--- config.mk ---
export PLATFORM = sky130hd
export DESIGN_NAME = l2_addr_decoder
export DESIGN_NICKNAME = d
export VERILOG_FILES = /design/src/mempool_l2_pkg.sv /design/src/l2_addr_decoder.sv
export SDC_FILE = /design/constraint.sdc
export NUM_CORES = 1
export LEC_CHECK = 0
export BUFFER_PORTS_ARGS = -buffer_cell sky130_fd_sc_hd__buf_4
export CORE_UTILIZATION = 45
export CTS_CLUSTER_DIAMETER = 40
export DETAILED_ROUTE_END_ITERATION = 8
export PLACE_DENSITY = 0.94
export SLEW_MARGIN = 5
export SYNTH_ARGS = -nofsm -noshare
export SYNTH_HDL_FRONTEND = slang
export SYNTH_SLANG_ARGS = --single-unit
--- constraint.sdc ---
create_clock -name clk_i -period 1.2 [get_ports clk_i]
set_input_delay 0.24 -clock clk_i [delete_from_list [all_inputs] [get_ports clk_i]]
set_output_delay 0.24 -clock clk_i [all_outputs]
set_load 0.05 [all_outputs]
--- src/mempool_l2_pkg.sv ---
// ******************************
// Geometry of the L2 path. Base addresses must be aligned to their window size
// The L2 is word interleaved over the banks, so the bank index sits above the byte offset
// ******************************

package mempool_l2_pkg;

  // Bus widths
  localparam int unsigned AddrWidth      = 32;
  localparam int unsigned DataWidth      = 32;
  localparam int unsigned StrbWidth      = DataWidth / 8;
  localparam int unsigned ByteOffsetBits = $clog2(StrbWidth);

  // L2 SRAM, word interleaved over the banks
  localparam int unsigned NumL2Banks     = 4;
  localparam int unsigned L2BankIdxBits  = $clog2(NumL2Banks);
  localparam int unsigned L2BankNumWords = 256;
  localparam int unsigned L2RowBits      = $clog2(L2BankNumWords);
  localparam int unsigned L2Size         = NumL2Banks * L2BankNumWords * StrbWidth;

  // Boot ROM
  localparam int unsigned BootromNumWords = 16;
  localparam int unsigned BootromWordBits = $clog2(BootromNumWords);
  localparam int unsigned BootromSize     = BootromNumWords * StrbWidth;

  // Upper address bits that neither view decodes
  localparam int unsigned L2TagBits  = AddrWidth - L2RowBits - L2BankIdxBits - ByteOffsetBits;
  localparam int unsigned RomTagBits = AddrWidth - BootromWordBits - ByteOffsetBits;

  // Target of a request, chosen by the address window
  typedef enum logic [1:0] {
    RegionNone = 2'd0,
    RegionL2   = 2'd1,
    RegionRom  = 2'd2
  } l2_region_e;

  // The same request address, read as a banked L2 address or as a ROM word address
  typedef union packed {
    struct packed {
      logic [L2TagBits-1:0]      tag;
      logic [L2RowBits-1:0]      row;
      logic [L2BankIdxBits-1:0]  bank;
      logic [ByteOffsetBits-1:0] byte_off;
    } l2;
    struct packed {
      logic [RomTagBits-1:0]      tag;
      logic [BootromWordBits-1:0] word;
      logic [ByteOffsetBits-1:0]  byte_off;
    } rom;
  } l2_addr_u;

endpackage : mempool_l2_pkg

--- src/l2_addr_decoder.sv ---
// ******************************
// Stage 1, one cycle of latency. The two windows must not overlap
// Addresses outside both windows are passed on as RegionNone
// ******************************

`timescale 1ns/100ps

module l2_addr_decoder #(
  parameter logic [mempool_l2_pkg::AddrWidth-1:0] L2BaseAddr      = 32'h8000_0000,
  parameter logic [mempool_l2_pkg::AddrWidth-1:0] BootromBaseAddr = 32'hA000_0000
) (
  input  logic                                   clk_i,
  input  logic                                   rst_n_i,
  input  logic                                   req_i,
  input  logic                                   we_i,
  input  logic [mempool_l2_pkg::AddrWidth-1:0]   addr_i,
  input  logic [mempool_l2_pkg::DataWidth-1:0]   wdata_i,
  input  logic [mempool_l2_pkg::StrbWidth-1:0]   strb_i,
  output logic                                   valid_o,
  output mempool_l2_pkg::l2_region_e             region_o,
  output mempool_l2_pkg::l2_addr_u               addr_o,
  output logic                                   we_o,
  output logic [mempool_l2_pkg::DataWidth-1:0]   wdata_o,
  output logic [mempool_l2_pkg::StrbWidth-1:0]   strb_o
);

  // One extra bit so a window ending at the top of the map does not wrap
  localparam logic [mempool_l2_pkg::AddrWidth:0] L2EndAddr =
    {1'b0, L2BaseAddr} + mempool_l2_pkg::L2Size;
  localparam logic [mempool_l2_pkg::AddrWidth:0] BootromEndAddr =
    {1'b0, BootromBaseAddr} + mempool_l2_pkg::BootromSize;

  logic                       l2_hit;
  logic                       rom_hit;
  mempool_l2_pkg::l2_region_e region_d;

  // Base is inside the window, end is not
  assign l2_hit  = (addr_i >= L2BaseAddr) && ({1'b0, addr_i} < L2EndAddr);
  assign rom_hit = (addr_i >= BootromBaseAddr) && ({1'b0, addr_i} < BootromEndAddr);

  always_comb begin
    region_d = mempool_l2_pkg::RegionNone;
    if (l2_hit) begin
      region_d = mempool_l2_pkg::RegionL2;
    end else if (rom_hit) begin
      region_d = mempool_l2_pkg::RegionRom;
    end
  end

  always_ff @(posedge clk_i or negedge rst_n_i) begin
    if (!rst_n_i) begin
      valid_o <= 1'b0;
    end else begin
      valid_o <= req_i;
    end
  end

  // Payload only moves with a request
  always_ff @(posedge clk_i) begin
    if (req_i) begin
      region_o <= region_d;
      addr_o   <= addr_i;
      we_o     <= we_i;
      wdata_o  <= wdata_i;
      strb_o   <= strb_i;
    end
  end

  // Overlapping windows would make the region ambiguous
  a_windows_disjoint : assert property (
    @(posedge clk_i) disable iff (!rst_n_i) req_i |-> !(l2_hit && rom_hit)
  );

endmodule : l2_addr_decoder

; Word level (Yosys, flattened, before mapping)
; Index checks and enable logic that the tools add are counted.
[totals]
ff_bits = 72
elab_cells = 13
out_inout_bits = 72
input_bits = 72
[op_classes]
muxes = 1
n_reduce_logical = 2
n_lt_le_gt_ge = 4
[ops]
columns = cell, n
row1 = >= comparator 32 bit (second input constant), 2
row2 = less-than comparator 32 bit (second input constant), 2
row3 = logical AND 1 bit, 2
row4 = two-way mux 2 bit, 1

; Longest topological paths before layout
; Gate-level depths: netlist (run 1).
[depth]
word_depth = 3
depth_mapped = 3
ltp_nobuf = 3

; Worst setup path after synthesis (run 1)
; OpenSTA, ideal clock, no wires.
[synth_timing]
path_type = input to register
from = input port addr_i[20] (netlist name)
to = register region_o[1] (data pin)
arrival_ns = 0.846
path_slack_ns = 0.184
stages = 3
setup_ns = 0.170
required_ns = 1.030
path_cell_list = nor4_2 > nand2_2 > nor4_2
[synth_between]
elab_chain_cells = 3
elab_cells_between_ends = 7
[synth_rtl]
columns = element, line
row1 = "start, declared", l2_addr_decoder.sv:16  ; input logic [mempool_l2_pkg::AddrWidth-1:0] addr_i,
row2 = >= comparator 32 bit or less-than comparator 32 bit (tied branches), l2_addr_decoder.sv:39  ; assign rom_hit = (addr_i >= BootromBaseAddr) && ({1'b0, addr_i} < BootromEndAddr);
row3 = logical AND 1 bit, l2_addr_decoder.sv:39
row4 = two-way mux 2 bit, l2_addr_decoder.sv:45  ; end else if (rom_hit) begin
row5 = "end signal, assigned", l2_addr_decoder.sv:61  ; region_o <= region_d;
row6 = "end, declared", l2_addr_decoder.sv:20  ; output mempool_l2_pkg::l2_region_e region_o,
; Parallel ways exist; a longest one is shown, timed or not.
; A chain may end at the register's enable or synchronous reset.

; Worst setup path after layout (run 1)
[layout_timing]
from = register addr_o[25] (netlist name)
to = output port addr_o[25] (netlist name)
[layout_lines]
columns = element, line
row1 = "start, declared", l2_addr_decoder.sv:21  ; output mempool_l2_pkg::l2_addr_u addr_o,
row2 = "start signal, assigned", l2_addr_decoder.sv:62  ; addr_o <= addr_i;
; No word-level cell between the ends.

==> results.py, run 1 <==
metrics = {
    "worst_setup_path": {
        "cp_max_fo": 1,
        "arrival_ps": 930,
        "required_ps": 960,
        "critPathCaptureType": "primary output",
        "path_depth": 1,
        "cp_top_family": "flip-flops",
        "crit_chain": "buf_4",
        "start_kind": "flip-flop",
        "crit_path_max_incr_delay_ps": 400,
        "path_class": "flip-flop to primary output",
        "cp_slowest_cell": "edfxtp_1",
        "path_buf_inv": 1,
    },
    "grt": {
        "antenna_found_initial": 0,
        "grt_pass1_vias": 1574,
        "grt.total_usage_pct": 21.6,
        "grt_pass1_wl_mm": 7.88,
        "grt_max_degree": 33,
        "grt.overflow.total": 0,
    },
    "drt": {
        "drt-total-wl_mm": 5.55,
        "vias": 1496,
        "drc_errors": 0,
        "first_iter_violations": 67,
        "drt_pass1_iterations": 4,
        "viasPerCell": 4.76,
        "wire_per_inst_um": 17.7,
        "antenna_left": 0,
    },
    "clock_tree": {
        "clockRootBuffer": "clkbuf_8",
        "ctsHtreeMaxLevel": 3,
        "cts.sinks": 72,
        "tritoncts": "done",
        "cts_buffer_depth": 2,
        "clk_pin_slew_worst_paths_ps": 70,
        "cts_buffers": 9,
    },
    "yosys": {
        "synth-seq-area-share_pct": 95.0,
        "syn_inst": 85,
        "synth-simple-area-share_pct": 5.01,
        "synth_compound_area_share_pct": 0,
        "synthAdderAreaFrac_pct": 0,
        "synth_nets": 157,
        "yosysWarnings": 0,
        "synthMuxAreaShare_pct": 0,
        "avgSynthCellArea_um2": 26.7,
        "synth_top_family_by_area": "simple AND/OR/NAND/NOR gates",
        "synth_xor_xnor_area_share_pct": 0,
        "netlist_area_um2": 2270,
        "synth_cell_type_count": 11,
        "synth_seq_cells": 72,
    },
    "power": {
        "clkPwrFrac_pct": 28.9,
        "pwr-share-comb_pct": 20.9,
        "cellLeakagePower_uw": 0.00153,
        "irDropWorstVdd_mv": 1.25,
        "switching_share_pct": 28.6,
        "p_per_area_nw_per_um2": 1650,
        "seqPwrFrac_pct": 50.1,
        "intPower_uw": 4320,
        "total_power_uw": 6060,
        "power.net_switching_uw": 1730,
    },
    "die": {
        "dieArea_um2": 5330,
        "die-height_um": 73.0,
        "initial_core_util_pct": 47.5,
        "num_rows": 25,
        "core-area_um2": 4790,
        "fp.dieW_um": 73.0,
        "io_pins": 144,
    },
    "cells_and_area": {
        "nNetsFinal": 314,
        "diodes": 0,
        "synthToLayoutAreaGrowth_pct": 61.4,
        "drive_above_1_share_pct": 65.6,
    },
    "run_status": {
        "status": "finished, final reports clean",
    },
    "timing": {
        "rsz0062_at_grt": "false",
        "final.period_utilization_pct": 97.7,
        "maxSlewViolCount": 0,
        "hold_violations": 0,
        "worst_slew_pin_slew_ps": 432,
        "period_minus_slack_ps": 1170,
        "slew_headroom_pct": 70.9,
        "fmax_mhz": 853,
        "finalSetupViolCount": 0,
        "setup_tns_ps": 0,
    },
    "placed_design": {
        "place_congestion": 0.714,
        "port_buffers": 143,
    },
    "min_path": {
        "hp-class": "primary input to flip-flop",
        "hold_depth": 1,
    },
    "job": {
        "cap_violations": 0,
    },
}
sequential cells by signal, indices dropped and copies added (netlist names):
name,cells
strb_o,4
valid_o,1
region_o,2
addr_o,32
wdata_o,32
we_o,1
per-stage QoR:
step | util [%] | instances | instance area, um2 | hold slack (ps) | worst slack [ps]
2_1_floorplan | - | 85 | 2270 | -55.6 | 184
3_3_place_gp | 72.5 | 297 | 3470 | 15.4 | 3.80
3_5_place_dp | 72.5 | 297 | 3470 | 15.6 | -236
4_1_cts | 76.4 | 314 | 3660 | 68.2 | 6.42
5_1_grt | 76.6 | 314 | 3660 | 62.8 | 0.380
6_report | 76.6 | 314 | 3660 | 86.7 | 27.5
final cells by class:
class / instances / area [um2]
clock buffer: 11 / 131
clock inverter: 5 / 47.5
fill: 298 / 1120
multi-input combinational: 13 / 114
sequential: 72 / 2160
tap: 67 / 83.8
timing repair buffer: 146 / 1130
cell usage after synthesis (all sizes together):
library cell / count / area share [%]
nand2: 3 / 0.61
or3: 1 / 0.28
nor4: 5 / 1.9
nor3: 1 / 0.44
edfxtp: 71 / 94
or4: 1 / 0.33
dfrtp: 1 / 1.1
nor4b: 2 / 1.4
placed cells by master, fill, tap and decap left out, drive strengths merged:
cell         instances
or4                  1
or3                  1
nor4                 5
bufinv               1
clkinv               4
dlygate4sd3          1
nor4b                2
edfxtp              71
dfrtp                1
buf                145
nand2                3
clkbuf              11
nor3                 1
cells by family after synthesis:
family / count (synthesis)
flip-flops: 72
AND/OR/NAND/NOR: 13
power groups by stage:
stage	clock (uW)	combinational, uW	sequential, uW
5_1_grt	1880	1300	3050
3_3_place_gp	0	1240	3080
6_report	1750	1270	3040
2_1_floorplan	0	9.58	3780
3_5_place_dp	0	1270	3090
4_1_cts	1790	1270	3040
final timing paths:
path | startpoint | end | slack [ps]
min | wdata_i[3] | wdata_o[3] | 90
min in group asynchronous | rst_n_i | valid_o | 220
max | addr_o[25] | addr_o[25] | 30
max in group asynchronous | rst_n_i | valid_o | 900
layer usage:
layer / GRT usage, % / up-vias / part of all wire [%]
li1: - / 668 / -
met1: 20.0 / 716 / 32
met2: 39.4 / 106 / 56
met3: 8.98 / 6 / 11
met4: 12.2 / 0 / 1.6
met5: 0 / - / 0
repair_timing:
item / in CTS / in global routing
buffers inserted: 0 / 0
hold endpoints to repair: 1 / 0
hold buffers: 1 / 0
endpoints found under the setup margin: 0 / 2
gates resized for setup: 0 / 2
Power figures use the tool's default switching activity.
==> inputs of run 2 (changes only) <==
--- a/config.mk
+++ b/config.mk
@@ -6,7 +6,9 @@
 export NUM_CORES = 1
 export LEC_CHECK = 0
 export BUFFER_PORTS_ARGS = -buffer_cell sky130_fd_sc_hd__buf_4
-export CORE_UTILIZATION = 45
+export CELL_PAD_IN_SITES_DETAIL_PLACEMENT = 0
+export CELL_PAD_IN_SITES_GLOBAL_PLACEMENT = 1
+export CORE_UTILIZATION = 36
 export CTS_CLUSTER_DIAMETER = 40
 export DETAILED_ROUTE_END_ITERATION = 8
 export PLACE_DENSITY = 0.94
==> results.py, run 2 (synthesis gave the netlist of run 1 again) <==
metrics = {
    "run_status": {
        "status": "finished, final reports clean",
    },
    "min_path": {
        "min-delay-start": "addr_i[0]",
        "hold_depth": 1,
        "hold_end": "addr_o[0]",
        "hp-class": "primary input to flip-flop",
    },
    "worst_setup_path": {
        "cp_slowest_cell": "edfxtp_1",
        "crit_chain": "buf_6",
        "path_buf_inv": 1,
        "start_kind": "flip-flop",
        "crit_path_max_incr_delay_ps": 420,
        "cp_top_family": "flip-flops",
        "path_class": "flip-flop to primary output",
        "cp_max_fo": 1,
        "arrival_ps": 920,
        "required_ps": 960,
        "critPathCaptureType": "primary output",
    },
    "power": {
        "switching_share_pct": 27.5,
        "pwr-share-comb_pct": 19.7,
        "cellLeakagePower_uw": 0.00154,
        "power.net_switching_uw": 1750,
        "seqPwrFrac_pct": 47.7,
        "irDropWorstVdd_mv": 0.902,
        "p_per_area_nw_per_um2": 1710,
        "clkPwrFrac_pct": 32.6,
        "intPower_uw": 4610,
    },
    "timing": {
        "worst_slew_pin_slew_ps": 394,
        "fmax_mhz": 858,
        "finalSetupViolCount": 0,
        "period_minus_slack_ps": 1160,
        "slew_headroom_pct": 73.5,
        "setup_tns_ps": 0,
        "final.period_utilization_pct": 97.1,
        "rsz0062_at_grt": "false",
        "maxSlewViolCount": 0,
        "hold_violations": 0,
    },
    "drt": {
        "wire_per_inst_um": 15.4,
        "vias": 1441,
        "first_iter_violations": 58,
        "drt-total-wl_mm": 4.95,
        "antenna_left": 0,
        "viasPerCell": 4.48,
        "drc_errors": 0,
        "drt_pass1_iterations": 4,
    },
    "grt": {
        "antenna_found_initial": 0,
        "grt.total_usage_pct": 14.6,
        "grt_max_degree": 39,
        "grt.overflow.total": 0,
        "grt_pass1_wl_mm": 6.86,
        "grt_pass1_vias": 1357,
    },
    "cells_and_area": {
        "nNetsFinal": 314,
        "synthToLayoutAreaGrowth_pct": 63.7,
        "num-fill-cells": 469,
        "drive_above_1_share_pct": 66.8,
        "top_regs": "addr_o (32), wdata_o (32), strb_o (4)",
        "diodes": 0,
        "layout_commonest_cell": "buf_4",
        "final_cell_mix": "buf_4 (141), edfxtp_1 (71), clkbuf_8 (10), nor4_1 (3)",
        "final_cells": 322,
    },
    "die": {
        "fp.dieW_um": 81.4,
        "io_pins": 144,
        "die-height_um": 81.4,
        "dieArea_um2": 6630,
        "initial_core_util_pct": 37.9,
        "core-area_um2": 5990,
        "num_rows": 28,
    },
    "clock_tree": {
        "cts.sinks": 72,
        "cts_buffer_depth": 2,
        "tritoncts": "done",
        "clockRootBuffer": "clkbuf_8",
        "cts_buffers": 9,
        "ctsHtreeMaxLevel": 3,
        "clk_pin_slew_worst_paths_ps": 80,
    },
    "placed_design": {
        "place_congestion": 0.684,
        "dp.cells": 305,
        "port_buffers": 143,
    },
    "job": {
        "cap_violations": 0,
    },
}
==> run 2: area by class of cell <==
type,instances,area (um2),area share [%]
flip-flops and latches,72,2160,58.0
clock buffers,11,141,3.80
well taps,75,93.8,2.52
multi-input cells,13,114,3.06
clock inverters,5,80.1,2.15
repair buffers,146,1130,30.4
==> run 2: stage by stage <==
stage,utilization (%),total power (uW),hold slack [ps],cell area [um2],setup WS (ps)
final,62.1,6360,82.0,3720,35.2
after global routing,62.1,6570,56.5,3720,0.293
after detailed placement,58.1,4350,15.9,3480,-93.5
after CTS,62.0,6420,64.2,3710,0.617
after global placement,58.1,4320,16.2,3480,-80.8
after floorplan,-,3790,-55.6,2270,184
==> run 2: worst max-delay path by stage <==
stage                startpoint           to  slack, ps  cells after the start
detailed placement   addr_i[10]  region_o[1]        -90                      4
CTS                 wdata_o[12]  wdata_o[12]        0.6                      1
global placement     addr_i[10]  region_o[1]        -80                      4
global route         addr_o[25]   addr_o[25]        0.3                      1
floorplan            addr_i[20]  region_o[1]        180                      3
finish              wdata_o[12]  wdata_o[12]         40                      1
==> run 2: power by group through the flow <==
stage,combinational (uW),sequential [uW],clock (uW)
after CTS,1260,3040,2130
final,1250,3030,2070
after global placement,1240,3080,0
after global routing,1300,3050,2220
after floorplan,9.58,3780,0
after detailed placement,1250,3090,0
==> run 2: timing repair <==
item,CTS,global route
setup endpoints to repair,1,1
resized for setup,1,1
hold buffers,1,0
buffers inserted,0,0
endpoints found under the hold margin,1,0
==> run 2: layer usage <==
| metal | GRT usage [%] | vias to the layer above | share of wire (%) |
|---|---|---|---|
| met5 | 0 | - | 0 |
| met4 | 6.79 | 0 | 1.2 |
| met3 | 6.67 | 7 | 14 |
| met2 | 24.0 | 90 | 51 |
| met1 | 16.2 | 682 | 34 |
| li1 | - | 662 | - |
